<file path="src/verilog/mult_settings.svh">
// Multiplier settings: operand widths and shift constants shared by all blocks
`ifndef MULT_SETTINGS_SVH
`define MULT_SETTINGS_SVH

// Full word width of operands and result
`define MULT_DATA_W 32

// Subword width for short multiply and halfword dot lanes
`define MULT_HALF_W 16

// Byte lane width for the 4-lane dot product
`define MULT_BYTE_W 8

// Width of the shift immediate
`define MULT_IMM_W 5

// Shift applied between upper-half multiply steps
`define MULT_MULH_SHIFT 16

`endif

</file>
<file path="src/verilog/mult_pkg.sv">
// Multiplier package: vector types, operator and sequencer enums, request structs
package mult_pkg;

`include "mult_settings.svh"

  typedef logic [`MULT_DATA_W-1:0] word_t;
  typedef logic [`MULT_HALF_W-1:0] half_t;
  typedef logic [`MULT_IMM_W-1:0]  imm_t;

  // Bit 0 marks op_a as signed, bit 1 marks op_b as signed
  typedef logic [1:0] sign_sel_t;

  typedef enum logic [3:0] {
    MUL_MAC32 = 4'h0,
    MUL_MSU32 = 4'h1,
    MUL_I     = 4'h2,
    MUL_IR    = 4'h3,
    MUL_DOT8  = 4'h4,
    MUL_DOT16 = 4'h5,
    MUL_H     = 4'h6
  } mult_op_e;

  typedef enum logic [2:0] {
    IDLE   = 3'd0,
    STEP0  = 3'd1,
    STEP1  = 3'd2,
    STEP2  = 3'd3,
    FINISH = 3'd4
  } mulh_state_e;

  typedef struct packed {
    mult_op_e  operator;
    logic      short_subword;
    sign_sel_t short_signed;
    sign_sel_t dot_signed;
    imm_t      imm;
    word_t     op_a;
    word_t     op_b;
    word_t     op_c;
  } mult_req_t;

  // Sequencer controls for the short multiplier
  typedef struct packed {
    logic       active;
    logic [1:0] subword;
    sign_sel_t  signs;
    logic       shift_arith;
    imm_t       imm;
    logic       carry;
    word_t      acc;
  } short_ctrl_t;

endpackage

</file>
<file path="src/verilog/int_mac_mux.sv">
// 32-bit multiply-accumulate/subtract and final result select by operator
`timescale 1ns/10ps
`include "mult_settings.svh"

module int_mac_mux (
  input  mult_pkg::mult_req_t req_i,
  input  mult_pkg::word_t     short_i,
  input  mult_pkg::word_t     dot8_i,
  input  mult_pkg::word_t     dot16_i,
  output mult_pkg::word_t     result_o
);

  import mult_pkg::*;

  logic  is_msu;
  word_t op_a_msu;
  word_t op_b_msu;
  word_t int_res;

  // c - a*b  ==  c + (~a)*b + b
  assign is_msu   = (req_i.operator == MUL_MSU32);
  assign op_a_msu = req_i.op_a ^ {`MULT_DATA_W{is_msu}};
  assign op_b_msu = req_i.op_b & {`MULT_DATA_W{is_msu}};

  assign int_res = req_i.op_c + op_b_msu + op_a_msu * req_i.op_b;

  ////////////////////
  // Result select
  ////////////////////

  always_comb begin
    result_o = '0;
    case (req_i.operator)
      MUL_MAC32, MUL_MSU32: result_o = int_res;
      MUL_I, MUL_IR, MUL_H: result_o = short_i;
      MUL_DOT8:             result_o = dot8_i;
      MUL_DOT16:            result_o = dot16_i;
      default:              result_o = '0;
    endcase
  end

endmodule

</file>
<file path="config.mk">
export PLATFORM = sky130hd
export DESIGN_NAME = int_mac_mux
export DESIGN_NICKNAME = d
export VERILOG_FILES = /design/src/verilog/mult_pkg.sv /design/src/verilog/int_mac_mux.sv
export VERILOG_INCLUDE_DIRS = /design/src /design/src/verilog
export SDC_FILE = /design/constraint.sdc
export NUM_CORES = 1
export LEC_CHECK = 0
export BUFFER_PORTS_ARGS = -buffer_cell sky130_fd_sc_hd__buf_2
export CAP_MARGIN = 10
export CORE_MARGIN = 3
export CORE_UTILIZATION = 60
export DETAILED_ROUTE_END_ITERATION = 16
export PLACE_DENSITY = 0.82
export SYNTH_ARGS = -nofsm -noshare
export SYNTH_HDL_FRONTEND = slang
export SYNTH_SLANG_ARGS = --single-unit
</file>
<file path="constraint.sdc">
create_clock -name vclk -period 23.1
set_clock_uncertainty 0.05 [all_clocks]
set_input_delay 3.465 -clock vclk [all_inputs]
set_output_delay 3.465 -clock vclk [all_outputs]
set_load 0.03 [all_outputs]
</file>
# --- Yosys cells after proc, flatten, opt, wreduce, memory -nomap -nowiden ---
# Cells that the tools add are included.
word_totals:
  out_inout_bits: 32
  ff_bits: 0
classes:
  add_sub_neg: 2
  n_bitwise: 2
  n_mux: 1
  n_mul: 1
  eq_ne: 6
  reduce_logical: 3
ops:
  columns: ["op", "count"]
  rows:
  - ["$pmux W32 S4", 1]
  - ["$add A32 B32 Y32", 2]
  - ["$and A32 B32 Y32", 1]
  - ["$mul A32 B32 Y32", 1]
  - ["$xor A32 B32 Y32", 1]
  - ["$eq A4 B3 Y1 const B", 3]
  - ["$eq A4 B2 Y1 const B", 2]
  - ["$eq A4 B1 Y1 const B", 1]
  - ["$logic_not A4 Y1", 1]
  - ["$reduce_or A3 Y1", 1]
  - ["$reduce_or A2 Y1", 1]

# --- Depth between registers and ports, before layout ---
logic_depth:
  ltp_word: 5
  ltp_mapped: 32
  ltp_nobuf: 28

# --- Worst setup path after synthesis ---
# OpenSTA, ideal clock, no wires.
synth_timing:
  kind: "input to output"
  start: "in req_i[107] (netlist name)"
  end: "out result_o[28]"
  path_stages: 31
  t_arrival_ps: 11689
  path_slack_ps: 7896
  cell_sequence: "nor4b_4 -> buf_6 -> buf_12 -> buf_4 -> xor2_1 -> clkbuf_1 -> clkbuf_1 -> and2_1 -> fa_1 -> fa_1 -> fa_1 -> inv_1 -> fa_1 -> fa_1 -> inv_1 -> fa_1 -> fa_1 -> inv_1 -> fa_1 -> inv_1 -> ha_1 -> a21o_1 -> a21o_1 -> a21o_1 -> a21o_1 -> a21oi_1 -> o21ai_0 -> a211o_1 -> a21oi_1 -> xor2_1 -> o21ai_0"
synth_via:
  elab_chain_cells: 5
  word_cells_on_any_way: 15
  cone_classes: "add/sub (2); mul (1); eq/ne (6); mux (1); bitwise (2); reduce/logical (3)"
synth_lines:
  columns: ["element", "line_no", "source"]
  rows:
  - ["from (decl)", "int_mac_mux.sv:6", "input mult_pkg::mult_req_t req_i,"]
  - ["$eq A4 B1 Y1", "int_mac_mux.sv:21, int_mac_mux.sv:33", null]
  - ["$xor A32 B32 Y32 or $and A32 B32 Y32 (tied branches)", "int_mac_mux.sv:22, int_mac_mux.sv:23", null]
  - ["$mul A32 B32 Y32 or $add A32 B32 Y32 (tied branches)", "int_mac_mux.sv:25", "assign int_res = req_i.op_c + op_b_msu + op_a_msu * req_i.op_b;"]
  - ["$add A32 B32 Y32", "int_mac_mux.sv:25", null]
  - ["$pmux W32 S4 *", "int_mac_mux.sv:33", "case (req_i.operator)"]
  - ["to (decl)", "int_mac_mux.sv:10", "output mult_pkg::word_t result_o"]
# Every way passes the cells marked *; elsewhere a longest branch is shown, timed or not.

# --- Worst setup path in the final report ---
layout_timing:
  start: "in req_i[107] (netlist name)"
  end: "out result_o[20]"
# The elaborated chain is that of the path after synthesis.

==> impl_metrics.ini <==
[global_route]
grt_max_degree = 40
use_met1_pct = 42.1
grt_pass1_wl_um = 85300
grt_use_met2_pct = 53.7
grtUsageMet3_pct = 4.16
grt.overflow.total = 0
groute.usage.overall_pct = 31.9
busiest_layer = met2
grt_pass1_vias = 16748
antenna_found_initial = 2

[worst_setup_path]
cp.arrival_ps = 13100
crit_path_end = result_o[20]
critPathLaunch = req_i[107]
cp-end-kind = output pin
crit_type = in2out
crit_slowest_cell = xor2_4
crit_fanout = 39
cp_data_required_time_ps = 19590
cp-start-kind = input port
cpPeakStageDelay_ps = 870
cp_common_cell = fa_1

[drt]
drt_first_iter_violations = 1296
ant_nets = 0
vias_per_cell = 5.62
routedWlPerCell_um = 19.3
via_count = 15155
drt-pass1-iter-count = 9
drc = 0
drt_wl_total_um = 52100

[die]
io_pins = 238
core_area_um2 = 31000
num_rows = 64
die_w_um = 185
fp.dieArea_um2 = 34100
initial_core_util_pct = 61.7
die_h_um = 185

[final_layout]
seq_cells = 0
fillers = 2442
nNetsFinal = 3106
area_delta_synth_final_pct = 7.43
fin_util_pct = 66.3
layout-drive-gt1-share_pct = 11.7
clock_buffers = 0
regArea_um2 = 0

[clock_network]
cts-resized-gates = 0
cts_setup_buffers = 0
ctsHoldBuffers = 0

[timing]
relSlewSlack_pct = 20.9
setup-violations-final = 0
slew_viol_final = 0
worst_pin_slew_ps = 1190
holdWs_ps = 7250
post-route-min-period_ps = 16620
fmaxAchievable_mhz = 60.2
period_share_pct = 71.9
tns_ps = 0
hold_violations = 0
rsz0062_at_grt = no

[synthesis]
yosysUniqueCellTypes = 50
syn-instance-count = 2161
syn-num-nets = 2967
yosysWarningCount = 0
yosysSeqAreaShare_pct = 0
synth_area_um2 = 19100
syn_avg_cell_area_um2 = 8.85

[placed_design]
place_hpwl_um = 42400
numPortBuffers = 228
place_congestion = 0.914

[run_status]
outcome = complete, no violations

[min_path]
hold_class = in2out

[run]
maxCapViolations = 0
-- placed cells by master (no fill, tap or decap), types with 2 or more instances in the layout --
master	instances
nor3b_1	8
o211ai_1	12
and2_1	305
inv_1	534
ha_1	133
o21a_1	6
xnor2_1	67
a21oi_1	30
a21o_1	12
xor2_4	7
a222oi_1	25
xor2_1	38
a221o_1	2
a211o_1	3
o21ai_0	43
nand2_1	235
mux2i_1	4
nor2_1	8
nor3_1	6
fa_1	467
and3_1	2
a22oi_1	8
or3_1	5
or2_2	2
buf_4	23
nand2b_1	10
nand4b_1	2
o21ai_1	5
buf_2	228
nor2b_1	37
xor2_2	5
nand3_1	7
a311oi_1	2
a2111oi_0	3
-- worst max-delay path, delay by kind of cell --
kind,cells,cell delay (ps)
AOI/OAI and AO/OA,8,2450
buffers and inverters,6,1600
adders and majority gates,9,3970
and+or+nand+nor,4,680
xor gates and xnor gates,1,870
-- worst min-delay path by stage --
stage / end / startpoint / cells past startpoint / slack [ps]
after detailed placement: result_o[0] / dot16_i[0] / 4 / 7250
after global routing: result_o[20] / dot8_i[20] / 4 / 7270
after global placement: result_o[10] / short_i[10] / 4 / 7240
after CTS: result_o[0] / dot16_i[0] / 4 / 7250
after floorplan: result_o[10] / short_i[10] / 2 / 7140
final: result_o[0] / dot16_i[0] / 4 / 7250
-- per-stage QoR --
step                std cells  cell area, µm²  worst slack [ps]
floorplan                2161           19100              7900
global placement         2694           20500              6800
detailed placement       2694           20500              6690
CTS                      2694           20500              6670
global route             2695           20500              6060
finish                   2695           20500              6480
-- logic make-up after synthesis --
group                    count (synthesis)  synth area share (%)
AO/OA/AOI/OAI                          159                  5.64
XOR/XNOR                               118                  6.06
adder cells (fa/ha/maj)                600                  57.6
AND/OR/NAND/NOR                        632                  17.6
multiplexers                             4                 0.209
buffers and inverters                  648                  12.9
-- Yosys cell counts, types with 4 or more instances --
| master | number | area share (%) |
|---|---|---|
| a21o_1 | 12 | 0.47 |
| a21oi_1 | 30 | 0.79 |
| a222oi_1 | 25 | 1.3 |
| a22oi_1 | 8 | 0.31 |
| and2_1 | 305 | 10 |
| clkbuf_1 | 109 | 2.1 |
| fa_1 | 467 | 49 |
| ha_1 | 133 | 8.7 |
| inv_1 | 534 | 10 |
| mux2i_1 | 4 | 0.21 |
| nand2_1 | 235 | 4.6 |
| nand2b_1 | 10 | 0.33 |
| nand3_1 | 7 | 0.18 |
| nor2_1 | 8 | 0.16 |
| nor2b_1 | 37 | 1.2 |
| nor3_1 | 7 | 0.18 |
| nor3b_1 | 8 | 0.31 |
| o211ai_1 | 12 | 0.47 |
| o21a_1 | 6 | 0.24 |
| o21ai_0 | 43 | 1.1 |
| o21ai_1 | 5 | 0.13 |
| or3_1 | 5 | 0.16 |
| xnor2_1 | 67 | 3.1 |
| xor2_1 | 41 | 1.9 |
| xor2_2 | 5 | 0.43 |
| xor2_4 | 4 | 0.58 |
-- cell type report --
| class | instances | area, µm² | area share [%] |
|---|---|---|---|
| diodes | 1 | 2.50 | 0.0122 |
| inverters | 534 | 2000 | 9.76 |
| multi-input cells | 1513 | 16700 | 81.4 |
| well taps | 396 | 495 | 2.41 |
| repair buffers | 251 | 1310 | 6.39 |
-- metal layers --
metal	share of wire (%)	vias to the layer above
li1	-	6583
met4	5.1	0
met5	0	-
met3	8.9	154
met2	49	742
met1	37	7676
