`src/verilog/mult_settings.svh`:
```
// Multiplier settings: operand widths and shift constants shared by all blocks
`ifndef MULT_SETTINGS_SVH
`define MULT_SETTINGS_SVH

// Full word width of operands and result
`define MULT_DATA_W 32

// Subword width for short multiply and halfword dot lanes
`define MULT_HALF_W 16

// Byte lane width for the 4-lane dot product
`define MULT_BYTE_W 8

// Width of the shift immediate
`define MULT_IMM_W 5

// Shift applied between upper-half multiply steps
`define MULT_MULH_SHIFT 16

`endif

```
`src/verilog/mult_pkg.sv`:
```
// Multiplier package: vector types, operator and sequencer enums, request structs
package mult_pkg;

`include "mult_settings.svh"

  typedef logic [`MULT_DATA_W-1:0] word_t;
  typedef logic [`MULT_HALF_W-1:0] half_t;
  typedef logic [`MULT_IMM_W-1:0]  imm_t;

  // Bit 0 marks op_a as signed, bit 1 marks op_b as signed
  typedef logic [1:0] sign_sel_t;

  typedef enum logic [3:0] {
    MUL_MAC32 = 4'h0,
    MUL_MSU32 = 4'h1,
    MUL_I     = 4'h2,
    MUL_IR    = 4'h3,
    MUL_DOT8  = 4'h4,
    MUL_DOT16 = 4'h5,
    MUL_H     = 4'h6
  } mult_op_e;

  typedef enum logic [2:0] {
    IDLE   = 3'd0,
    STEP0  = 3'd1,
    STEP1  = 3'd2,
    STEP2  = 3'd3,
    FINISH = 3'd4
  } mulh_state_e;

  typedef struct packed {
    mult_op_e  operator;
    logic      short_subword;
    sign_sel_t short_signed;
    sign_sel_t dot_signed;
    imm_t      imm;
    word_t     op_a;
    word_t     op_b;
    word_t     op_c;
  } mult_req_t;

  // Sequencer controls for the short multiplier
  typedef struct packed {
    logic       active;
    logic [1:0] subword;
    sign_sel_t  signs;
    logic       shift_arith;
    imm_t       imm;
    logic       carry;
    word_t      acc;
  } short_ctrl_t;

endpackage

```
`src/verilog/mulh_seq.sv`:
```
// Upper-half multiply sequencer stepping the short multiplier through four partial products
`timescale 1ns/10ps
`include "mult_settings.svh"

module mulh_seq (
  input  logic                   clk,
  input  logic                   rst_n,
  input  logic                   enable_i,
  input  mult_pkg::mult_req_t    req_i,
  input  logic                   ex_ready_i,
  input  logic                   mac_carry_i,
  input  mult_pkg::word_t        short_res_i,
  output mult_pkg::short_ctrl_t  ctrl_o,
  output logic                   ready_o,
  output logic                   multicycle_o
);

  import mult_pkg::*;

  mulh_state_e state_q;
  mulh_state_e state_d;
  logic        carry_q;
  word_t       acc_q;
  logic        active;
  logic        step_busy;
  logic        carry_load;
  logic        carry_clr;
  imm_t        step_imm;
  logic [1:0]  step_subword;
  sign_sel_t   step_signs;
  logic        step_arith;

  ////////////////////
  // Step decode
  ////////////////////

  always_comb begin
    state_d      = state_q;
    step_imm     = '0;
    step_subword = 2'b00;
    step_signs   = 2'b00;
    step_arith   = 1'b0;
    step_busy    = 1'b0;
    carry_load   = 1'b0;
    carry_clr    = 1'b0;

    case (state_q)
      IDLE: begin
        if (enable_i && (req_i.operator == MUL_H)) begin
          state_d = STEP0;
        end
      end

      // AL*BL is always unsigned and never overflows
      STEP0: begin
        step_imm  = imm_t'(`MULT_MULH_SHIFT);
        step_busy = 1'b1;
        state_d   = STEP1;
      end

      // AL*BH signed only if b is, keep the 33rd bit as carry
      STEP1: begin
        step_signs   = {req_i.short_signed[1], 1'b0};
        step_subword = 2'b10;
        step_arith   = 1'b1;
        step_busy    = 1'b1;
        carry_load   = 1'b1;
        state_d      = STEP2;
      end

      // AH*BL signed only if a is; upper bits shift back in, so no carry kept
      STEP2: begin
        step_signs   = {1'b0, req_i.short_signed[0]};
        step_subword = 2'b01;
        step_imm     = imm_t'(`MULT_MULH_SHIFT);
        step_arith   = 1'b1;
        step_busy    = 1'b1;
        carry_clr    = 1'b1;
        state_d      = FINISH;
      end

      FINISH: begin
        step_signs   = req_i.short_signed;
        step_subword = 2'b11;
        if (ex_ready_i) begin
          state_d = IDLE;
        end
      end

      default: begin
        state_d = IDLE;
      end
    endcase
  end

  always_ff @(posedge clk or negedge rst_n) begin
    if (!rst_n) begin
      state_q <= IDLE;
      carry_q <= 1'b0;
    end else begin
      state_q <= state_d;
      if (carry_load) begin
        carry_q <= mac_carry_i;
      end else if (carry_clr || ex_ready_i) begin
        carry_q <= 1'b0;
      end
    end
  end

  // Partial sum fed back as accumulator, starts from zero
  always_ff @(posedge clk or negedge rst_n) begin
    if (!rst_n) begin
      acc_q <= '0;
    end else if (state_q == IDLE) begin
      acc_q <= '0;
    end else if (step_busy) begin
      acc_q <= short_res_i;
    end
  end

  ////////////////////
  // Outputs
  ////////////////////

  assign active = (state_q != IDLE);

  // Outside a sequence the MUL_I fields of the request go straight through
  always_comb begin
    ctrl_o.active      = active;
    ctrl_o.subword     = active ? step_subword : {2{req_i.short_subword}};
    ctrl_o.signs       = active ? step_signs   : req_i.short_signed;
    ctrl_o.shift_arith = active ? step_arith   : req_i.short_signed[0];
    ctrl_o.imm         = active ? step_imm     : req_i.imm;
    ctrl_o.carry       = carry_q;
    ctrl_o.acc         = acc_q;
  end

  assign ready_o      = (state_q == IDLE) || (state_q == FINISH);
  assign multicycle_o = step_busy;

endmodule

```
`config.mk`:
```
export PLATFORM = sky130hd
export DESIGN_NAME = mulh_seq
export DESIGN_NICKNAME = d
export VERILOG_FILES = /design/src/verilog/mult_pkg.sv /design/src/verilog/mulh_seq.sv
export VERILOG_INCLUDE_DIRS = /design/src /design/src/verilog
export SDC_FILE = /design/constraint.sdc
export NUM_CORES = 1
export LEC_CHECK = 0
export ABC_AREA = 1
export BUFFER_PORTS_ARGS = -buffer_cell sky130_fd_sc_hd__buf_2
export CAP_MARGIN = 20
export CORE_AREA = 2 2 75 77
export CTS_CLUSTER_DIAMETER = 200
export DETAILED_ROUTE_END_ITERATION = 10
export DIE_AREA = 0 0 77 79
export PLACE_DENSITY = 0.77
export SLEW_MARGIN = 20
export SYNTH_ARGS = -nofsm -noshare
export SYNTH_HDL_FRONTEND = slang
export SYNTH_SLANG_ARGS = --single-unit
```
`constraint.sdc`:
```
create_clock -name clk -period 2.8 [get_ports clk]
set_input_delay 0.56 -clock clk [delete_from_list [all_inputs] [get_ports clk]]
set_output_delay 0.56 -clock clk [all_outputs]
set_load 0.01 [all_outputs]
```
* Word level (Yosys, flattened, before mapping)
Index checks and enable logic that the tools add are counted.
** Operators by class
- Equality and inequality tests :: 7
- Mux-type cells :: 18
- Reductions and logical operators :: 11
** Operators by type and width (count)
- 2-to-1 mux 32 bit :: 2
- case mux 3 bit (5 select lines) :: 1
- case mux 2 bit (3 select lines) :: 2
- 2-to-1 mux 5 bit :: 2
- 2-to-1 mux 1 bit :: 7
- equality test 3 x 2 -> 1 bit, second input constant :: 2
- 2-to-1 mux 3 bit :: 2
- equality test 4 x 3 -> 1 bit, second input constant :: 1
- 2-to-1 mux 2 bit :: 2
- inequality test 2 bit, second input constant :: 2
- nonzero test 2 bit :: 2
- OR reduction 2 bit :: 2
- equality test 3 x 1 -> 1 bit, second input constant :: 1
- equality test 3 bit, second input constant :: 1
- logical NOT 3 bit :: 1
- nonzero test 3 bit :: 1
- OR reduction 3 bit :: 1
- logical OR 1 bit :: 2
- AND reduction 2 bit :: 1
- logical AND 1 bit :: 1
** Word-level totals
- Bits in registers :: 36
- Input port bits :: 147
- Word-level logic and storage cells :: 39

* Longest topological paths before layout
- Word-level depth :: 5
- Depth in mapped cells :: 7

* Worst setup path before layout
No wires, ideal clock.
- Path type :: reg-to-output
- Start point :: register state_q[1]
- End point :: output ctrl_o[33] (netlist bit)
- Data arrival time :: 1031 ps
- Data required time :: 2240 ps
- Slack :: 1209 ps
- Stages on the path, launching flop included :: 6
- Buffers on the path :: 0
- Cells stage by stage :: dfrtp_1 > nor2_4 > inv_4 > nor2_4 > inv_1 > nor2_1
** RTL lines
- from (decl) :: RTL line mulh_seq.sv:20 : mulh_state_e state_q;
- from (signal assigned) :: RTL line mulh_seq.sv:101 : state_q <= state_d;
- to (decl) :: RTL line mulh_seq.sv:13 : output mult_pkg::short_ctrl_t ctrl_o,

==> flow_metrics.py <==
metrics = {
    "clock_tree": {
        "tritoncts": "built",
        "clk_latency_ps": 280,
        "h-tree-depth": 2,
        "postCtsSetupBuffers": 0,
        "cts-root-buf": "clkbuf_8",
        "cts_buffers": 5,
        "clkTransAtPathRegs_ps": 70,
        "cts_hold_buf": 0,
        "cts_resized": 0,
        "cts.sinks": 36,
        "cts_buffer_depth": 2,
    },
    "setup_path": {
        "path_common_cell": "nor2_4",
        "worstSetupPathType": "reg -> out",
        "required_ps": 2240,
        "end_kind": "output pin",
        "slowest_delay_ps": 460,
        "cp_cell_sequence": "nor2_4 -> inv_4 -> nor2_4 -> inv_1 -> nor2_1 -> buf_2",
        "start_kind": "register",
        "crit_slowest_cell": "dfrtp_1",
        "cp_max_fo": 5,
        "worstPathArrival_ps": 1430,
    },
    "synthesis": {
        "synth-main-ff-cell": "dfrtp_1",
        "synthArstFlopShare_pct": 100,
        "synth_fp_nets": 336,
        "ys_warn_count": 0,
        "ys_ff_latch": 36,
        "avgSynthCellArea_um2": 8.56,
        "synth.distinct_cells": 20,
        "synth_area_mm2": 0.00162,
        "synth_most_common_cell": "nand2_1",
        "syn_inst": 189,
        "synth_common_cells": "nand2_1 (92), dfrtp_1 (36), nand2_2 (15)",
        "ys_top_cells_by_area": "dfrtp_1 (56%), nand2_1 (21%), nand2_2 (5.8%)",
        "synth_area_leader_cell": "dfrtp_1",
        "synth_top_area_share_pct": 55.7,
        "synth_edf_count": 0,
        "ys_seq_area_share_pct": 55.7,
    },
    "grt": {
        "grt_pass1_vias": 1494,
        "overflow": 0,
        "grt_max_degree": 37,
        "track_usage_pct": 14.5,
        "antenna_found_initial": 0,
        "grt_first_pass_wirelength_um": 6930,
    },
    "floorplan": {
        "dieArea_mm2": 0.00608,
        "initial_utilization_pct": 30.3,
        "core_area_mm2": 0.00534,
        "die_w_um": 77,
        "row_count": 27,
        "die_h_um": 79,
        "io_pins": 193,
    },
    "drt": {
        "drc": 0,
        "vias": 1463,
        "finalWirelength_um": 4170,
        "wl_per_cell_um": 11.7,
        "ant_nets": 0,
        "vias_per_cell": 4.12,
        "dr.pass1.iters": 4,
        "drtIter0Drc": 40,
    },
    "sta": {
        "rsz0062_at_grt": "false",
        "fmaxAchievable_mhz": 504,
        "finalCriticalPeriod_ps": 1990,
        "slew_headroom_pct": 45.6,
        "fin_crit_sh_pct": 70.9,
        "worst_pin_slew_ps": 816,
        "hold_viol_final": 0,
        "setup_viol": 0,
        "clock_skew_ps": 5.41,
        "final_max_slew_viol_count": 0,
        "tns_ps": 0,
    },
    "placement": {
        "hpwl_um": 3070,
        "placed_area_mm2": 0.00209,
        "placed_cells": 347,
        "port_buffers": 94,
        "place_congestion": 0.825,
    },
    "power": {
        "finalPower_mw": 2.55,
        "p_per_area_mw_per_mm2": 1170,
        "p_switching_mw": 1.14,
        "ir_drop_mv": 0.762,
        "sequentialPowerShare_pct": 35.4,
        "leakagePower_nw": 1.33,
        "p_int_mw": 1.41,
        "p_clk_share_pct": 15.1,
        "comb_power_share_pct": 49.5,
        "swShare_pct": 44.8,
    },
    "final_layout": {
        "stdcell_count": 355,
        "fin_area_mm2": 0.00218,
        "fin_nets": 429,
        "fin_util_pct": 40.9,
        "diodes": 0,
        "drive_gt1_share_pct": 43.5,
        "syn_to_final_growth_pct": 35.0,
    },
    "run": {
        "max_cap_violations": 0,
    },
    "worst_hold_path": {
        "hp-class": "in -> async",
    },
    "status": {
        "status": "finished, final reports clean",
    },
}
worst max-delay path: cells and delay by family (launching register included):
family | cells | cell delay, ps
buffers and inverters | 3 | 300
flip-flops | 1 | 460
AND/OR/NAND/NOR | 3 | 390
logic make-up (layout without fill, tap and decap cells):
family / after synthesis / in the layout / synth area share [%]
flip-flops: 36 / 36 / 55.7
AND/OR/NAND/NOR: 125 / 125 / 33.3
buffers and inverters: 24 / 118 / 9.82
AO/OA/AOI/OAI: 4 / 4 / 1.24
cell type report:
cell class,instances,area [um2]
multi-input combinational,129,558
tap,72,90.1
clock buffer,7,86.3
timing repair buffer,95,478
sequential,36,901
fill,564,3150
inverter,15,63.8
clock inverter,1,7.51
stage by stage:
step           setup WS (ps)  hold slack [ps]
6_report                 814              370
5_1_grt                  688              426
4_1_cts                  802              398
3_5_place_dp            1130              460
3_3_place_gp            1150              456
2_1_floorplan           1210              264
layout by cell type (no fill, tap or decap):
master / netlist / layout
buf_4: 2 / 1
clkbuf_1: 0 / 1
inv_1: 12 / 12
nand3b_1: 1 / 1
inv_4: 1 / 1
inv_2: 1 / 1
dfrtp_1: 36 / 36
nor2_1: 10 / 10
o21ai_0: 2 / 2
inv_6: 1 / 1
nand2_1: 92 / 92
clkinvlp_4: 0 / 1
clkbuf_8: 0 / 6
buf_2: 1 / 94
nand2_2: 15 / 15
a21oi_1: 2 / 2
nand2_4: 1 / 1
nor2_4: 2 / 2
nand3_1: 4 / 4
power groups by stage:
stage | registers, mW | logic (mW) | clock network [mW]
after floorplan | 0.996 | 0.823 | 0
after global placement | 0.902 | 1.25 | 0
after detailed placement | 0.906 | 1.29 | 0
after CTS | 0.903 | 1.29 | 0.403
after global routing | 0.933 | 1.44 | 0.424
final | 0.902 | 1.26 | 0.384
final timing paths:
| check | startpoint | to | slack (ps) | depth (start not counted) |
|---|---|---|---|---|
| setup / recovery | state_q[1]$_DFFE_PN0P_ | ctrl_o[33] | 810 | 6 |
| hold / removal | rst_n | acc_q[27]$_DFFE_PN0P_ | 370 | 1 |
| setup reg to reg | state_q[1]$_DFFE_PN0P_ | acc_q[11]$_DFFE_PN0P_ | 1620 | 6 |
| hold reg to reg | acc_q[1]$_DFFE_PN0P_ | acc_q[1]$_DFFE_PN0P_ | 470 | 2 |
| max in group asynchronous | rst_n | acc_q[3]$_DFFE_PN0P_ | 1910 | 1 |
| min in group clk | short_res_i[26] | acc_q[26]$_DFFE_PN0P_ | 470 | 3 |
per-layer routing:
| layer | global-route usage [%] | part of all wire (%) | wire (um) |
|---|---|---|---|
| met1 | 20.3 | 50 | 2100 |
| met3 | 4.43 | 6.5 | 270 |
| met5 | 0 | 0 | 0 |
| met2 | 22.1 | 42 | 1770 |
| met4 | 3.57 | 0.58 | 24 |
registers in the layout, indices dropped and copies added (netlist names):
signal	cells
state_q	3
carry_q	1
acc_q	32
Power figures use the tool's default switching activity.
