**config.mk**
```make
export PLATFORM = sky130hd
export DESIGN_NAME = dot_mac
export DESIGN_NICKNAME = d
export VERILOG_FILES = /design/src/verilog/mult_pkg.sv /design/src/verilog/dot_mac.sv
export VERILOG_INCLUDE_DIRS = /design/src /design/src/verilog
export SDC_FILE = /design/constraint.sdc
export NUM_CORES = 2
export LEC_CHECK = 0
export BUFFER_PORTS_ARGS = -buffer_cell sky130_fd_sc_hd__buf_4
export CAP_MARGIN = 20
export CELL_PAD_IN_SITES_DETAIL_PLACEMENT = 0
export CELL_PAD_IN_SITES_GLOBAL_PLACEMENT = 2
export CORE_MARGIN = 5
export CORE_UTILIZATION = 43
export DETAILED_ROUTE_END_ITERATION = 10
export GPL_TIMING_DRIVEN = 1
export PLACE_DENSITY = 0.93
export SLEW_MARGIN = 20
export SYNTH_ARGS = -nofsm -noshare
export SYNTH_HDL_FRONTEND = slang
export SYNTH_SLANG_ARGS = --single-unit
```
**constraint.sdc**
```tcl
create_clock -name vclk -period 14.8
set_input_delay 2.96 -clock vclk [all_inputs]
set_output_delay 2.96 -clock vclk [all_outputs]
set_load 0.02 [all_outputs]
```
**src/verilog/mult_settings.svh**
```systemverilog
// Multiplier settings: operand widths and shift constants shared by all blocks
`ifndef MULT_SETTINGS_SVH
`define MULT_SETTINGS_SVH

// Full word width of operands and result
`define MULT_DATA_W 32

// Subword width for short multiply and halfword dot lanes
`define MULT_HALF_W 16

// Byte lane width for the 4-lane dot product
`define MULT_BYTE_W 8

// Width of the shift immediate
`define MULT_IMM_W 5

// Shift applied between upper-half multiply steps
`define MULT_MULH_SHIFT 16

`endif

```
**src/verilog/mult_pkg.sv**
```systemverilog
// Multiplier package: vector types, operator and sequencer enums, request structs
package mult_pkg;

`include "mult_settings.svh"

  typedef logic [`MULT_DATA_W-1:0] word_t;
  typedef logic [`MULT_HALF_W-1:0] half_t;
  typedef logic [`MULT_IMM_W-1:0]  imm_t;

  // Bit 0 marks op_a as signed, bit 1 marks op_b as signed
  typedef logic [1:0] sign_sel_t;

  typedef enum logic [3:0] {
    MUL_MAC32 = 4'h0,
    MUL_MSU32 = 4'h1,
    MUL_I     = 4'h2,
    MUL_IR    = 4'h3,
    MUL_DOT8  = 4'h4,
    MUL_DOT16 = 4'h5,
    MUL_H     = 4'h6
  } mult_op_e;

  typedef enum logic [2:0] {
    IDLE   = 3'd0,
    STEP0  = 3'd1,
    STEP1  = 3'd2,
    STEP2  = 3'd3,
    FINISH = 3'd4
  } mulh_state_e;

  typedef struct packed {
    mult_op_e  operator;
    logic      short_subword;
    sign_sel_t short_signed;
    sign_sel_t dot_signed;
    imm_t      imm;
    word_t     op_a;
    word_t     op_b;
    word_t     op_c;
  } mult_req_t;

  // Sequencer controls for the short multiplier
  typedef struct packed {
    logic       active;
    logic [1:0] subword;
    sign_sel_t  signs;
    logic       shift_arith;
    imm_t       imm;
    logic       carry;
    word_t      acc;
  } short_ctrl_t;

endpackage

```
**src/verilog/dot_mac.sv**
```systemverilog
// SIMD dot products over byte and halfword lanes, accumulated onto op_c
`timescale 1ns/10ps
`include "mult_settings.svh"

module dot_mac (
  input  mult_pkg::mult_req_t req_i,
  output mult_pkg::word_t     dot8_o,
  output mult_pkg::word_t     dot16_o
);

  import mult_pkg::*;

  localparam int DW = `MULT_DATA_W;
  localparam int BW = `MULT_BYTE_W;
  localparam int HW = `MULT_HALF_W;
  localparam int BN = DW / BW;
  localparam int HN = DW / HW;

  logic [BN-1:0][BW:0]     byte_a;
  logic [BN-1:0][BW:0]     byte_b;
  logic [BN-1:0][2*BW+1:0] byte_mul;
  logic [HN-1:0][HW:0]     half_a;
  logic [HN-1:0][HW:0]     half_b;
  logic [HN-1:0][2*HW+1:0] half_mul;

  ////////////////////
  // Byte lanes
  ////////////////////

  for (genvar i = 0; i < BN; i++) begin : g_byte
    assign byte_a[i]   = {req_i.dot_signed[0] & req_i.op_a[i*BW+BW-1], req_i.op_a[i*BW +: BW]};
    assign byte_b[i]   = {req_i.dot_signed[1] & req_i.op_b[i*BW+BW-1], req_i.op_b[i*BW +: BW]};
    assign byte_mul[i] = $signed(byte_a[i]) * $signed(byte_b[i]);
  end

  ////////////////////
  // Halfword lanes
  ////////////////////

  for (genvar i = 0; i < HN; i++) begin : g_half
    assign half_a[i]   = {req_i.dot_signed[0] & req_i.op_a[i*HW+HW-1], req_i.op_a[i*HW +: HW]};
    assign half_b[i]   = {req_i.dot_signed[1] & req_i.op_b[i*HW+HW-1], req_i.op_b[i*HW +: HW]};
    assign half_mul[i] = $signed(half_a[i]) * $signed(half_b[i]);
  end

  // Lane sums wrap at 32 bits
  always_comb begin
    logic signed [DW-1:0] sum8;
    logic signed [DW-1:0] sum16;

    sum8  = $signed(req_i.op_c);
    sum16 = $signed(req_i.op_c);
    for (int i = 0; i < BN; i++) begin
      sum8 = sum8 + $signed(byte_mul[i]);
    end
    for (int i = 0; i < HN; i++) begin
      sum16 = sum16 + $signed(half_mul[i][DW-1:0]);
    end
    dot8_o  = sum8;
    dot16_o = sum16;
  end

endmodule

```
[Word level (Yosys, flattened, before mapping)]
Index checks and enable logic that the tools add are counted.
Cells by class
  multipliers: 6
  bitwise logic cells: 8
  add/subtract/negate cells: 6
Operators by type and width (count)
  32-bit by 18-bit adder with 32-bit output: 4
  9-bit by 9-bit multiplier with 18-bit output: 4
  32-bit adder: 2
  17-bit by 17-bit multiplier with 32-bit output: 2
  1-bit bitwise AND: 8
Word-level totals
  word-level logic and storage cells: 20
  bits of input ports: 110
  output and inout bits: 64
  flip-flop bits (word level): 0

[Depth between registers and ports, before layout]
  depth in word-level cells: 6
  gate-level depth with buffers: 31
  mapped depth without buffers: 29

[Least setup slack after synthesis]
OpenSTA, ideal clock, no wires.
  kind: input -> output
  from: input port req_i[95] (netlist name)
  to: output port dot8_o[30]
  stages on the path: 25
  data required time: 11.840 ns
  slack: 1.541 ns
  data arrival time: 10.299 ns
  path buffers: 1
  path through: clkbuf_1 > nand2_1 > inv_1 > nand2_1 > inv_1 > fa_1 > fa_1 > fa_1 > inv_1 > fa_1 > fa_1 > fa_1 > inv_1 > fa_1 > inv_1 > fa_1 > inv_1 > ha_1 > nand3_1 > nor3_1 > nand2_1 > nor4_1 > o41ai_2 > a211o_2 > o211ai_1
Between the ends
  word-level cells in the longest chain between the ends: 3
Ends and longest elaborated chain
  start, declared: line dot_mac.sv:6  | input mult_pkg::mult_req_t req_i,
  1-bit bitwise AND: line dot_mac.sv:31  | assign byte_a[i] = {req_i.dot_signed[0] & req_i.op_a[i*BW+BW-1], req_i.op_a[i*BW +: BW]};
  9-bit by 9-bit multiplier with 18-bit output (*): line dot_mac.sv:33  | assign byte_mul[i] = $signed(byte_a[i]) * $signed(byte_b[i]);
  32-bit by 18-bit adder with 32-bit output (*): line dot_mac.sv:54  | sum8 = sum8 + $signed(byte_mul[i]);
  end, declared: line dot_mac.sv:7  | output mult_pkg::word_t dot8_o,
Mark *: on every way between the ends. The rest lies on a longest branch, timed or not.

[Final worst setup path]
  from: input port req_i[101] (netlist name)
  to: output port dot8_o[30]
Between the ends
  word-level cells in the longest chain between the ends: 6
  elaborated cells on any way between the ends: 12
  classes of those cells: add/sub: 4; mul: 4; bitwise: 4
Ends and longest elaborated chain (line)
  1-bit bitwise AND: dot_mac.sv:31
  9-bit by 9-bit multiplier with 18-bit output: dot_mac.sv:33
  32-bit by 18-bit adder with 32-bit output (3 in a row): dot_mac.sv:54
  32-bit by 18-bit adder with 32-bit output (*): dot_mac.sv:54
Marks and branches as above.

==> summary.md <==
| Metric | Value |
|---|---|
| DRC violation total after the first TritonRoute iteration | `1490` |
| Synth unique cells | `63` |
| Number of routed nets with antenna violations | `0` |
| Maximum number of pins on one net before global-route repair | `34` |
| Global Route Usage Sum | `between 20% and 30%` |
| 1st-pass router iterations | `5` |
| Synth Net Count | `roughly 5300` |
| Number of synthesis warnings | `0` |
| Post-CTS Repair Setup Buffers | `0` |
| Average instance area after synthesis | `a little under 10 um2` |
| First-pass GRT wire length | `approximately 170000 um` |
| Fraction of post-synthesis cell area in the top cell type by area | `59.2%` |
| Vias in the first global route | `27800` |
| M3 GR Usage | `4.28%` |
| Transition time at the pin with the least slew margin | `0.861 ns` |
| Sequential area share after synthesis | `0%` |
| Area of combinational cells with multiple inputs | `0.0314 mm2` |
| Weighted congestion reported at the end of routability-driven placement | `about 0.98` |
| Setup repair after global routing missed its margin | `false` |
| Kind of launch point of the worst setup path | `primary input` |
| Register area | `0 um2` |
| Height of the chip | `302 um` |
| Core Footprint | `0.0850 mm2` |
| Detail-routed via count per cell | `a little under 5` |
| I/O Buffers | `between 150 and 200` |
| Most used cells in the layout excluding fill and tap cells | `sky130_fd_sc_hd__inv_1 (1310), sky130_fd_sc_hd__fa_1 (1086), sky130_fd_sc_hd__nand2_1 (358)` |
| Initial antenna violation count | `1` |
| Total Neg Setup Slack | `0 ns` |
| Routed wirelength normalized by instance count | `~21 um` |
| Data arrival time at the worst-slack endpoint | `11.23 ns` |
| Leading cell type in the layout, fill and taps excluded | `sky130_fd_sc_hd__inv_1` |
| Wirelength, routed | `106000 um` |
| Number of gates resized after CTS | `0` |
| Fmax | `about 70 MHz` |
| Type of the setup path with the least slack | `in -> out` |
| Fraction of the cycle the final worst path needs | `95.9%` |
| Number of endpoints with negative hold slack in the final report | `0` |
| Ratio of cells with drive above 1 in the final layout | `approximately 6.1%` |
| Worst endpoint required time | `11.84 ns` |
| Cell type contributing the most total cell area after synthesis | `sky130_fd_sc_hd__fa_1` |
| Worst min-delay path endpoint | `dot8_o[0]` |
| Run status | `completed` |
| Net count, final | `5431` |
| Antenna fix cells | `0` |
| HPWL after detailed placement | `95400 um` |
| Number of max-cap violations | `0` |
| Post-route DRC | `0` |
| Post-synthesis instance total | `3800` |
| Global routing's busiest layer | `met2` |
| Seq cells | `0` |
| Die area | `0.0913 mm2` |
| CTS Hold Buffers Added | `0` |
| Die X-Extent | `302 um` |
| Site Rows | `107` |
| Worst Setup End Kind | `output port` |
| Hold WC Path Type | `in -> out` |
| Hold path start | `req_i[0]` |
| Worst-case headroom to the max-slew limit | `42.3%` |
| Biggest area contributors in the synthesized netlist | `sky130_fd_sc_hd__fa_1 (59%), sky130_fd_sc_hd__inv_1 (13%), sky130_fd_sc_hd__ha_1 (12%), sky130_fd_sc_hd__nand2_1 (3.7%), sky130_fd_sc_hd__and2_1 (3.5%)` |
| Startpoint of the most critical setup path | `req_i[101]` |
| Total overflow reported by the global router | `0` |
| Vias | `approximately 24000` |
| GR Layer Usage met2 | `39.9%` |
| GR met1 Demand/Resource | `33.7%` |
| Max-slew violation total from the final report | `0` |
| Fill cell instance count of the final layout | `8295` |
| Cell area after technology mapping | `0.0367 mm2` |
| IO Count | `around 170` |
| Number of instances on the worst hold path | `3` |
| Layout overhead on the synthesized area | `6.72%` |
| Clk_buf instances | `0` |
| Largest fanout of any net on the critical path | `18` |
| Count of endpoints failing setup in the final report | `0` |
| Starting density of the core | `43.2%` |
| Shortest period the worst path allows | `~14 ns` |
==> synth_stat cells, types with 5 or more instances <==
cell type,count
sky130_fd_sc_hd__or2_2,30
sky130_fd_sc_hd__nor2b_1,5
sky130_fd_sc_hd__ha_1,340
sky130_fd_sc_hd__nand2b_1,8
sky130_fd_sc_hd__and3_1,24
sky130_fd_sc_hd__o21bai_1,7
sky130_fd_sc_hd__fa_1,1086
sky130_fd_sc_hd__nand2_1,358
sky130_fd_sc_hd__inv_1,1310
sky130_fd_sc_hd__a211oi_1,8
sky130_fd_sc_hd__clkbuf_1,91
sky130_fd_sc_hd__o21ai_0,24
sky130_fd_sc_hd__nor2_1,47
sky130_fd_sc_hd__o211ai_1,7
sky130_fd_sc_hd__a21o_1,18
sky130_fd_sc_hd__xor2_1,18
sky130_fd_sc_hd__nor4_1,5
sky130_fd_sc_hd__nand3_1,21
sky130_fd_sc_hd__o21a_1,11
sky130_fd_sc_hd__a21oi_1,37
sky130_fd_sc_hd__xnor2_1,72
sky130_fd_sc_hd__and2_1,204
sky130_fd_sc_hd__nor3_1,16
==> cell type report <==
class | count | share of cell area (%)
Multi-Input combinational cell | 2396 | 80.2
Inverter | 1310 | 12.6
Tap cell | 1144 | 3.65
Timing Repair Buffer | 187 | 3.58
==> critical path, cell delays in order <==
cell                       delay [ns]
sky130_fd_sc_hd__buf_4           0.26
sky130_fd_sc_hd__and2_1          0.38
sky130_fd_sc_hd__nand2_1         0.15
sky130_fd_sc_hd__inv_1           0.15
sky130_fd_sc_hd__fa_1            0.46
sky130_fd_sc_hd__fa_1            0.63
sky130_fd_sc_hd__inv_1           0.15
sky130_fd_sc_hd__fa_1            0.57
sky130_fd_sc_hd__fa_1            0.47
sky130_fd_sc_hd__fa_1            0.58
sky130_fd_sc_hd__fa_1            0.73
sky130_fd_sc_hd__inv_1           0.26
sky130_fd_sc_hd__fa_1            0.53
sky130_fd_sc_hd__inv_1           0.05
sky130_fd_sc_hd__fa_1            0.47
sky130_fd_sc_hd__inv_1           0.04
sky130_fd_sc_hd__ha_1            0.38
sky130_fd_sc_hd__nand3_1         0.18
sky130_fd_sc_hd__nor3_1          0.41
sky130_fd_sc_hd__nand2_1         0.12
sky130_fd_sc_hd__nor4_1          0.24
sky130_fd_sc_hd__buf_4           0.20
sky130_fd_sc_hd__o41ai_2         0.07
sky130_fd_sc_hd__a211o_2         0.33
sky130_fd_sc_hd__or4b_1          0.17
sky130_fd_sc_hd__o211ai_1        0.08
sky130_fd_sc_hd__buf_4           0.19
==> cells by family (layout without fill, tap and decap cells) <==
family	count (synthesis)	in the layout	share of synthesized area (%)
buf+inv	1404	1497	14.4
fa+ha+maj	1426	1426	70.8
compound gates	152	152	2.97
xor+xnor	92	92	2.25
simple gates	726	726	9.56
==> metrics by stage <==
| step | utilization, % | setup slack (ns) | area (um2) | std cells | hold slack, ns |
|---|---|---|---|---|---|
| 6_report | 46.1 | 0.605 | 39200 | 5037 | 6.26 |
| 5_1_grt | 46.1 | 0.117 | 39200 | 5037 | 6.29 |
| 4_1_cts | 46.1 | 0.645 | 39200 | 5037 | 6.27 |
| 3_5_place_dp | 46.1 | 0.688 | 39200 | 5037 | 6.27 |
| 3_3_place_gp | 46.1 | 0.747 | 39200 | 5037 | 6.26 |
| 2_1_floorplan | - | 1.54 | 36700 | 3800 | 6.13 |
==> worst max path at each step <==
| stage | to | slack [ns] | cells after the start |
|---|---|---|---|
| after detailed placement | dot8_o[30] | 0.69 | 26 |
| after CTS | dot8_o[30] | 0.64 | 26 |
| after global placement | dot8_o[30] | 0.75 | 28 |
| after floorplan | dot8_o[30] | 1.54 | 25 |
| after global routing | dot8_o[30] | 0.12 | 27 |
| final | dot8_o[30] | 0.61 | 27 |
==> metal layers <==
layer,share of wire (%),up-vias
met1,42,12700
met5,0,-
li1,-,10900
met2,47,793
met3,7.5,158
met4,3.9,0
Power is left out: the tool's default activity adds up to more than one toggle a clock period on the data nets, which glitch-free logic cannot reach.
