File: src/verilog/mult_settings.svh
// Multiplier settings: operand widths and shift constants shared by all blocks
`ifndef MULT_SETTINGS_SVH
`define MULT_SETTINGS_SVH

// Full word width of operands and result
`define MULT_DATA_W 32

// Subword width for short multiply and halfword dot lanes
`define MULT_HALF_W 16

// Byte lane width for the 4-lane dot product
`define MULT_BYTE_W 8

// Width of the shift immediate
`define MULT_IMM_W 5

// Shift applied between upper-half multiply steps
`define MULT_MULH_SHIFT 16

`endif

File: src/verilog/mult_pkg.sv
// Multiplier package: vector types, operator and sequencer enums, request structs
package mult_pkg;

`include "mult_settings.svh"

  typedef logic [`MULT_DATA_W-1:0] word_t;
  typedef logic [`MULT_HALF_W-1:0] half_t;
  typedef logic [`MULT_IMM_W-1:0]  imm_t;

  // Bit 0 marks op_a as signed, bit 1 marks op_b as signed
  typedef logic [1:0] sign_sel_t;

  typedef enum logic [3:0] {
    MUL_MAC32 = 4'h0,
    MUL_MSU32 = 4'h1,
    MUL_I     = 4'h2,
    MUL_IR    = 4'h3,
    MUL_DOT8  = 4'h4,
    MUL_DOT16 = 4'h5,
    MUL_H     = 4'h6
  } mult_op_e;

  typedef enum logic [2:0] {
    IDLE   = 3'd0,
    STEP0  = 3'd1,
    STEP1  = 3'd2,
    STEP2  = 3'd3,
    FINISH = 3'd4
  } mulh_state_e;

  typedef struct packed {
    mult_op_e  operator;
    logic      short_subword;
    sign_sel_t short_signed;
    sign_sel_t dot_signed;
    imm_t      imm;
    word_t     op_a;
    word_t     op_b;
    word_t     op_c;
  } mult_req_t;

  // Sequencer controls for the short multiplier
  typedef struct packed {
    logic       active;
    logic [1:0] subword;
    sign_sel_t  signs;
    logic       shift_arith;
    imm_t       imm;
    logic       carry;
    word_t      acc;
  } short_ctrl_t;

endpackage

File: src/verilog/short_mac.sv
// Subword multiply-accumulate with optional rounding and arithmetic right shift
`timescale 1ns/10ps
`include "mult_settings.svh"

module short_mac (
  input  mult_pkg::mult_req_t   req_i,
  input  mult_pkg::short_ctrl_t ctrl_i,
  output mult_pkg::word_t       result_o,
  output logic                  mac_carry_o
);

  import mult_pkg::*;

  localparam int DW = `MULT_DATA_W;
  localparam int HW = `MULT_HALF_W;

  half_t         a_half;
  half_t         b_half;
  logic [HW:0]   op_a_ext;
  logic [HW:0]   op_b_ext;
  logic [DW:0]   op_c_ext;
  logic [DW+1:0] mul;
  logic [DW+1:0] mac;
  word_t         round_step;
  word_t         round_val;
  logic          shift_top;
  logic [DW+1:0] shift_src;
  logic [DW+1:0] shifted;

  ////////////////////
  // Operands
  ////////////////////

  // Subword select, then extend by the sign flags
  assign a_half = ctrl_i.subword[0] ? req_i.op_a[DW-1:HW] : req_i.op_a[HW-1:0];
  assign b_half = ctrl_i.subword[1] ? req_i.op_b[DW-1:HW] : req_i.op_b[HW-1:0];

  assign op_a_ext = {ctrl_i.signs[0] & a_half[HW-1], a_half};
  assign op_b_ext = {ctrl_i.signs[1] & b_half[HW-1], b_half};

  // During MUL_H the partial sum and its carry replace op_c
  assign op_c_ext = ctrl_i.active ? {ctrl_i.carry, ctrl_i.acc}
                                  : {req_i.op_c[DW-1], req_i.op_c};

  ////////////////////
  // Multiply-add
  ////////////////////

  // Half of one shift step for MUL_IR
  assign round_step = word_t'(1) << ctrl_i.imm;
  assign round_val  = (req_i.operator == MUL_IR) ? (round_step >> 1) : '0;

  assign mul = $signed(op_a_ext) * $signed(op_b_ext);
  assign mac = $signed(op_c_ext) + $signed(mul) + $signed({1'b0, round_val});

  ////////////////////
  // Shift
  ////////////////////

  // 34-bit sign only matters mid-sequence, otherwise bit 32 is the top
  assign shift_top = ctrl_i.active ? mac[DW+1] : mac[DW];
  assign shift_src = {ctrl_i.shift_arith & shift_top, mac[DW:0]};
  assign shifted   = $signed(shift_src) >>> ctrl_i.imm;

  assign result_o    = shifted[DW-1:0];
  assign mac_carry_o = mac[DW];

endmodule

File: config.mk
export PLATFORM = sky130hd
export DESIGN_NAME = short_mac
export DESIGN_NICKNAME = d
export VERILOG_FILES = /design/src/verilog/mult_pkg.sv /design/src/verilog/short_mac.sv
export VERILOG_INCLUDE_DIRS = /design/src /design/src/verilog
export SDC_FILE = /design/constraint.sdc
export NUM_CORES = 1
export LEC_CHECK = 0
export BUFFER_PORTS_ARGS = -buffer_cell sky130_fd_sc_hd__buf_2
export CAP_MARGIN = 40
export CORE_MARGIN = 1.5
export CORE_UTILIZATION = 50
export DETAILED_ROUTE_END_ITERATION = 16
export PLACE_DENSITY = 0.79
export SYNTH_ARGS = -nofsm -noshare
export SYNTH_HDL_FRONTEND = slang
export SYNTH_SLANG_ARGS = --single-unit
export TNS_END_PERCENT = 100
File: constraint.sdc
create_clock -name vclk -period 39.1
set_input_delay 9.775 -clock vclk [all_inputs]
set_output_delay 9.775 -clock vclk [all_outputs]
set_load 0.02 [all_outputs]
# After elaboration in Yosys (flattened, before gate mapping)
# Index checks and enable logic that the tools add are counted.
[classes]
addsub = 2
mul = 1
n_eq_ne = 1
n_shift = 2
mux = 5
n_bitwise = 3
[ops]
columns = ["op", "n"]
rows = [
  ["adder 33 x 34 -> 34 bit", 1],
  ["adder 34 x 32 -> 34 bit", 1],
  ["multiplier 17 x 17 -> 34 bit", 1],
  [">>> shifter 34 x 5 -> 32 bit", 1],
  ["two-way mux 33 bit", 1],
  ["two-way mux 16 bit", 2],
  ["<< shifter 1 x 5 -> 32 bit (first input constant)", 1],
  ["two-way mux 31 bit", 1],
  ["equality test 4 x 2 -> 1 bit (second input constant)", 1],
  ["bitwise AND 1 bit", 3],
  ["two-way mux 1 bit", 1],
]
[totals]
reg_bits = 0
in_bits = 154
out_inout_bits = 33
elab_cells = 14

# Longest topological paths before layout
# Gate-level depths: netlist (run 1).
[logic_depth]
depth_word = 8
mapped_depth = 29
ltp_nobuf = 25

# Least setup slack after synthesis (run 1)
# Ideal clock, no wire load.
[synth_timing]
path_type = "input to output"
start = "input port ctrl_i[42] (netlist name)"
end = "output port result_o[23]"
arrival_time_ns = 17.891
path_slack_ns = 11.434
stages = 24
path_buffers = 2
path_cell_list = "clkbuf_1 > buf_1 > mux2_2 > nand2_1 > inv_1 > fa_1 > inv_1 > fa_1 > inv_1 > fa_1 > fa_1 > fa_1 > fa_1 > ha_1 > ha_1 > a21oi_2 > o211ai_2 > a221oi_4 > a31oi_1 > or3_1 > mux4_2 > nor2_1 > a211oi_1 > a211oi_1"
[synth_between]
elab_chain_cells = 8
[synth_rtl]
columns = ["item", "line", "rtl"]
rows = [
  ["from (decl)", "short_mac.sv:7", "input mult_pkg::short_ctrl_t ctrl_i,"],
  ["two-way mux 16 bit *", "short_mac.sv:36", "assign b_half = ctrl_i.subword[1] ? req_i.op_b[DW-1:HW] : req_i.op_b[HW-1:0];"],
  ["bitwise AND 1 bit", "short_mac.sv:39", "assign op_b_ext = {ctrl_i.signs[1] & b_half[HW-1], b_half};"],
  ["multiplier 17 x 17 -> 34 bit *", "short_mac.sv:53", "assign mul = $signed(op_a_ext) * $signed(op_b_ext);"],
  ["adder 33 x 34 -> 34 bit *", "short_mac.sv:54", "assign mac = $signed(op_c_ext) + $signed(mul) + $signed({1'b0, round_val});"],
  ["adder 34 x 32 -> 34 bit *", "short_mac.sv:54", ""],
  ["two-way mux 1 bit", "short_mac.sv:61", "assign shift_top = ctrl_i.active ? mac[DW+1] : mac[DW];"],
  ["bitwise AND 1 bit", "short_mac.sv:62", "assign shift_src = {ctrl_i.shift_arith & shift_top, mac[DW:0]};"],
  [">>> shifter 34 x 5 -> 32 bit *", "short_mac.sv:63", "assign shifted = $signed(shift_src) >>> ctrl_i.imm;"],
  ["to (decl)", "short_mac.sv:8", "output mult_pkg::word_t result_o,"],
]
# Every way passes the cells marked *; elsewhere a longest branch is shown, timed or not.

# Worst setup path in the final report (run 1)
[layout_timing]
start = "input port ctrl_i[41] (netlist name)"
end = "output port result_o[0]"
[layout_between]
elab_chain_cells = 8
[layout_rtl]
columns = ["item", "line", "rtl"]
rows = [
  ["two-way mux 16 bit *", "short_mac.sv:35", "assign a_half = ctrl_i.subword[0] ? req_i.op_a[DW-1:HW] : req_i.op_a[HW-1:0];"],
  ["bitwise AND 1 bit", "short_mac.sv:38", "assign op_a_ext = {ctrl_i.signs[0] & a_half[HW-1], a_half};"],
  ["multiplier 17 x 17 -> 34 bit *", "short_mac.sv:53", ""],
  ["adder 33 x 34 -> 34 bit *", "short_mac.sv:54", ""],
  ["adder 34 x 32 -> 34 bit *", "short_mac.sv:54", ""],
  ["two-way mux 1 bit", "short_mac.sv:61", ""],
  ["bitwise AND 1 bit", "short_mac.sv:62", ""],
  [">>> shifter 34 x 5 -> 32 bit *", "short_mac.sv:63", ""],
]
# Marks and branches as above.

==> results.cfg, run 1 <==
[timing]
hold_viol = 0
slew_violations = 0
period_needed_ns = 29.09
min_period_over_period_pct = 74.4
fmax_mhz = 34.4
setup_viol = 0
finalSetupTns_ns = 0
slew_headroom_pct = 31.2
rsz0062_at_grt = no
tightest_slew_ns = 1.00
hold-worst-slack_ns = 20.18

[cells_and_area]
final_common_cell = inv_1
layout_common_cells = 382 x inv_1, 369 x fa_1, 232 x nand2_1
multi_input_area_um2 = 15300
diodes = 0
fillers = 3045
area_growth_pct = 7.68
n_clock_buffer = 0
regArea_um2 = 0
fin_util_pct = 54.8
drive_gt1_share_pct = 15.4
seq_cell_count = 0
fin_nets = 2725

[global_route]
antenna_found_initial = 0
grt_pass1_vias = 15500
grt_pass1_wl_um = 81300
track_usage_pct = 29.3
grt_overflow = 0
grt_max_degree = 60

[floorplanning]
die_width_um = 188
fp-row-count = 67
core_area_um2 = 33600
initial_core_util_pct = 50.9
ioPinCount = 187
dieArea_um2 = 35400
die_y_um = 188

[yosys]
syn_nets = 2596
synth_top_area_share_pct = 43.2
yosysUniqueCellTypes = 97
synth_area_um2 = 17100
synth_top_family_by_area = adder cells
seq_area_frac_synth_pct = 0
ys_warn_count = 0
synth_simple_gate_area_share_pct = 14.9
synth-xor-area-share_pct = 1.82
netlist_top_cells_area = fa_1 43%, inv_1 8.4%, ha_1 7.8%
netlist_instances = 1966
synthMuxAreaShare_pct = 9.52
synth_top_area_cell = fa_1
avgSynthCellArea_um2 = 8.71
synth_compound_area_share_pct = 12.2
synth_fa_ha_area_share_pct = 51.0

[cts]
cts-resized-gates = 0
post_cts_buffers = 0
ctsHoldBuffers = 0

[route]
drt_iter0_drc = 1340
drc = 0
wl_um = 51500
detail_route.first_pass.iterations = 7
ant_nets = 0
num_vias = 15200
avgViaCountPerCell = 5.98
wl_per_cell_um = 20.3

[critical_path]
critPathTopFamily = adder cells
slowest_delay_ns = 0.86
worstSetupPathDepth = 26
critPathArrivalTime_ns = 19.32
critPathBufInv = 6
crit_end = result_o[0]
critPathSlowestCell = a2111oi_1
path_class = in -> out
path_common_cell = fa_1
cp-start-kind = primary input
path_max_fanout = 32
crit_start = ctrl_i[41]
worstSetupEndpointType = output port
critPathRequiredTime_ns = 29.32

[min_path]
hp-class = in -> out
min_from = ctrl_i[36]

[status]
status = complete, no violations

[placed_design]
port_buffers = 177
dp_hpwl_um = 44000
place.gp.congestion = 0.971

[job]
drv_cap = 0
==> Yosys cell counts, types with 11 or more instances <==
| master | number |
|---|---|
| clkbuf_1 | 52 |
| o211ai_1 | 18 |
| xnor2_1 | 22 |
| buf_1 | 12 |
| nand3_1 | 38 |
| o21ai_0 | 47 |
| nand2_1 | 232 |
| ha_1 | 107 |
| nand2b_1 | 13 |
| mux2_2 | 60 |
| nor2_1 | 191 |
| mux2i_1 | 59 |
| mux4_2 | 15 |
| nor3_1 | 26 |
| a21oi_1 | 51 |
| and2_1 | 11 |
| a211oi_1 | 24 |
| fa_1 | 369 |
| inv_1 | 382 |
| xor2_1 | 11 |
==> cells by family (layout without fill, tap and decap cells) <==
family | count (synthesis) | in the layout
fa+ha+maj | 476 | 476
buf+inv | 464 | 591
simple gates | 579 | 579
compound gates | 278 | 278
xor+xnor | 34 | 34
mux | 135 | 135
==> final cells by class <==
class	count	area share (%)
Tap cell	448	3.04
Inverter	386	7.86
Multi-Input combinational cell	1502	83.0
Timing Repair Buffer	205	6.06
==> tightest hold or removal path, delay by kind of cell <==
kind / cells / cell delay, ns
AO/OA/AOI/OAI: 1 / 0.13
buffers and inverters: 2 / 0.50
==> routing by layer <==
layer	share of wire [%]	GRT usage (%)	vias to the layer above
met2	48	49.1	843
met4	4.7	11.7	0
met3	9.6	4.68	181
li1	-	-	6635
met1	38	38.1	7525
met5	0	0	-
==> worst min-delay path by stage <==
| stage | end | slack, ns | cells after the start |
|---|---|---|---|
| 6_report | result_o[23] | 20.18 | 3 |
| 5_1_grt | result_o[0] | 20.19 | 3 |
| 4_1_cts | result_o[23] | 20.16 | 3 |
| 3_5_place_dp | result_o[23] | 20.16 | 3 |
| 3_3_place_gp | result_o[23] | 20.17 | 3 |
| 2_1_floorplan | result_o[25] | 19.89 | 3 |
==> metrics by stage <==
stage | cells | worst slack [ns] | instance area (um^2)
after floorplan | 1966 | 11.43 | 17100
after global placement | 2531 | 10.0 | 18300
after detailed placement | 2540 | 10.18 | 18400
after CTS | 2540 | 10.17 | 18400
after global routing | 2541 | 9.60 | 18400
final | 2541 | 10.01 | 18400
Power of run 1 is left out: the tool's default activity adds up to more than one toggle a clock period on the data nets, which glitch-free logic cannot reach.
==> run 2, diff against run 1 <==
--- a/config.mk
+++ b/config.mk
@@ -6,6 +6,7 @@
 export SDC_FILE = /design/constraint.sdc
 export NUM_CORES = 1
 export LEC_CHECK = 0
+export ABC_AREA = 1
 export BUFFER_PORTS_ARGS = -buffer_cell sky130_fd_sc_hd__buf_2
 export CAP_MARGIN = 40
 export CORE_MARGIN = 1.5
==> constraint.sdc (replaced) <==
create_clock -name vclk -period 27.9
set_input_delay 6.975 -clock vclk [all_inputs]
set_output_delay 6.975 -clock vclk [all_outputs]
set_load 0.02 [all_outputs]
==> run 2 against run 1 <==
  * Cell area decreased by 3.4%
  * Synthesized area decreased by 4.5%
  * Die area decreased by 4.4%
  * Global-route usage increased by 0.40 points
  * First-iteration DRC count decreased by 16%
  * Critical path type unchanged
  * Largest cell class unchanged
  * Highest routed layer unchanged
==> results.cfg, run 2 <==
[status]
status = complete, no violations

[yosys]
synthMuxAreaShare_pct = 0.857
netlist_instances = 2258
synth_top_area_cell = fa_1
netlist_top_cells_area = fa_1 45%, nand2_1 13%, inv_1 12%
yosysUniqueCellTypes = 41
synth_most_common_cell = nand2_1
avgSynthCellArea_um2 = 7.24
synth_simple_gate_area_share_pct = 26.7
seq_area_frac_synth_pct = 0
syn_nets = 2888
ys_warn_count = 0
synth_top_family_by_area = adder cells
synth_compound_area_share_pct = 4.23
synth_top_area_share_pct = 45.2
synth_common_cells = 576 x nand2_1, 506 x inv_1, 369 x fa_1
synth_area_um2 = 16300
synth_fa_ha_area_share_pct = 53.4
synth-xor-area-share_pct = 0.857

[min_path]
hold_path_depth = 4
min_from = ctrl_i[37]
min_to = result_o[12]
hp-class = in -> out

[cells_and_area]
multi_input_area_um2 = 14100
diodes = 0
fillers = 3094
stdcell_count = 2845
fin_nets = 3035
n_clock_buffer = 0
regArea_um2 = 0
area_growth_pct = 8.89
layout_common_cells = 576 x nand2_1, 506 x inv_1, 369 x fa_1
seq_cell_count = 0
drive_gt1_share_pct = 11.4
final_common_cell = nand2_1

[route]
num_vias = 14900
detail_route.first_pass.iterations = 5
drt_iter0_drc = 1130
avgViaCountPerCell = 5.25
wl_per_cell_um = 17.1
drc = 0
ant_nets = 0
wl_um = 48700

[critical_path]
path_common_cell = nand2_1
critPathArrivalTime_ns = 15.56
critPathSlowestCell = fa_1
critPathRequiredTime_ns = 20.92
cp-start-kind = primary input
path_max_fanout = 32
path_class = in -> out
worstSetupEndpointType = output port
slowest_delay_ns = 0.56

[placed_design]
place_ws_ns = 5.47
place.gp.congestion = 0.972
placed_cells = 2845
port_buffers = 177
dp_hpwl_um = 42900

[floorplanning]
die_y_um = 184
ioPinCount = 187
initial_core_util_pct = 50.5
fp-row-count = 66
die_width_um = 184
dieArea_um2 = 33800
core_area_um2 = 32400

[cts]
cts-resized-gates = 0
ctsHoldBuffers = 0
post_cts_buffers = 0

[global_route]
grt_pass1_wl_um = 77500
grt_pass1_vias = 15000
antenna_found_initial = 0
grt_overflow = 0
track_usage_pct = 29.7
grt_max_degree = 43

[timing]
fmax_mhz = 44.4
period_needed_ns = 22.54
slew_violations = 0
hold_viol = 0
finalSetupTns_ns = 0
setup_viol = 0
rsz0062_at_grt = no
tightest_slew_ns = 0.906
timing.final.ws_setup_ns = 5.36
slew_headroom_pct = 39.6
min_period_over_period_pct = 80.8

[job]
drv_cap = 0
[run 2: changes by cell type after synthesis, moves of 15 or more]
cell,previous run,this run
a211oi_1,24,0
a21oi_1,51,26
buf_2,5,20
clkbuf_1,52,35
inv_1,382,506
mux2_2,60,0
mux2i_1,59,14
mux4_2,15,0
nand2_1,232,576
nand2_2,0,15
nand3_1,38,185
o21ai_1,3,27
[run 2: cell type report]
| type | instances | share of cell area, % |
|---|---|---|
| timing repair buffer | 213 | 6.64 |
| inverter | 531 | 11.2 |
| multi-input combinational | 1659 | 79.0 |
| tap | 442 | 3.11 |
[run 2: logic make-up after synthesis]
logic type,Yosys count
AND/OR/NAND/NOR,1032
buffers and inverters,599
multiplexers,14
AO/OA/AOI/OAI,121
adder cells (fa/ha/maj),476
XOR/XNOR,16
[run 2: worst max-delay path by stage]
stage,startpoint,end,slack (ns),cells after the start
floorplan,ctrl_i[42],result_o[11],6.23,28
global placement,ctrl_i[41],result_o[16],4.68,35
detailed placement,ctrl_i[41],result_o[17],5.47,35
CTS,ctrl_i[41],result_o[17],5.43,35
global route,ctrl_i[41],result_o[16],4.93,35
finish,ctrl_i[41],result_o[17],5.36,35
[run 2: routing by layer]
metal / routed length, um / share of wire [%] / GRT usage [%]
met1: 20100 / 41 / 40.2
met2: 23400 / 48 / 50.6
met3: 3690 / 7.6 / 3.21
met4: 1580 / 3.3 / 8.49
met5: 0 / 0 / 0
[run 2: through the flow]
| step | hold slack [ns] | util [%] | cell area [um^2] |
|---|---|---|---|
| floorplan | 14.27 | - | 16300 |
| global placement | 14.46 | 54.8 | 17700 |
| detailed placement | 14.46 | 55.0 | 17800 |
| CTS | 14.46 | 55.0 | 17800 |
| global route | 14.51 | 55.0 | 17800 |
| finish | 14.47 | 55.0 | 17800 |
[run 2: critical path: cells and delay by family]
family          cells  cell delay (ns)
fa+ha+maj           8             3.90
compound gates      3             0.70
simple gates       16             2.36
buf+inv             8             1.60
Power of run 2 is left out for the same reason.
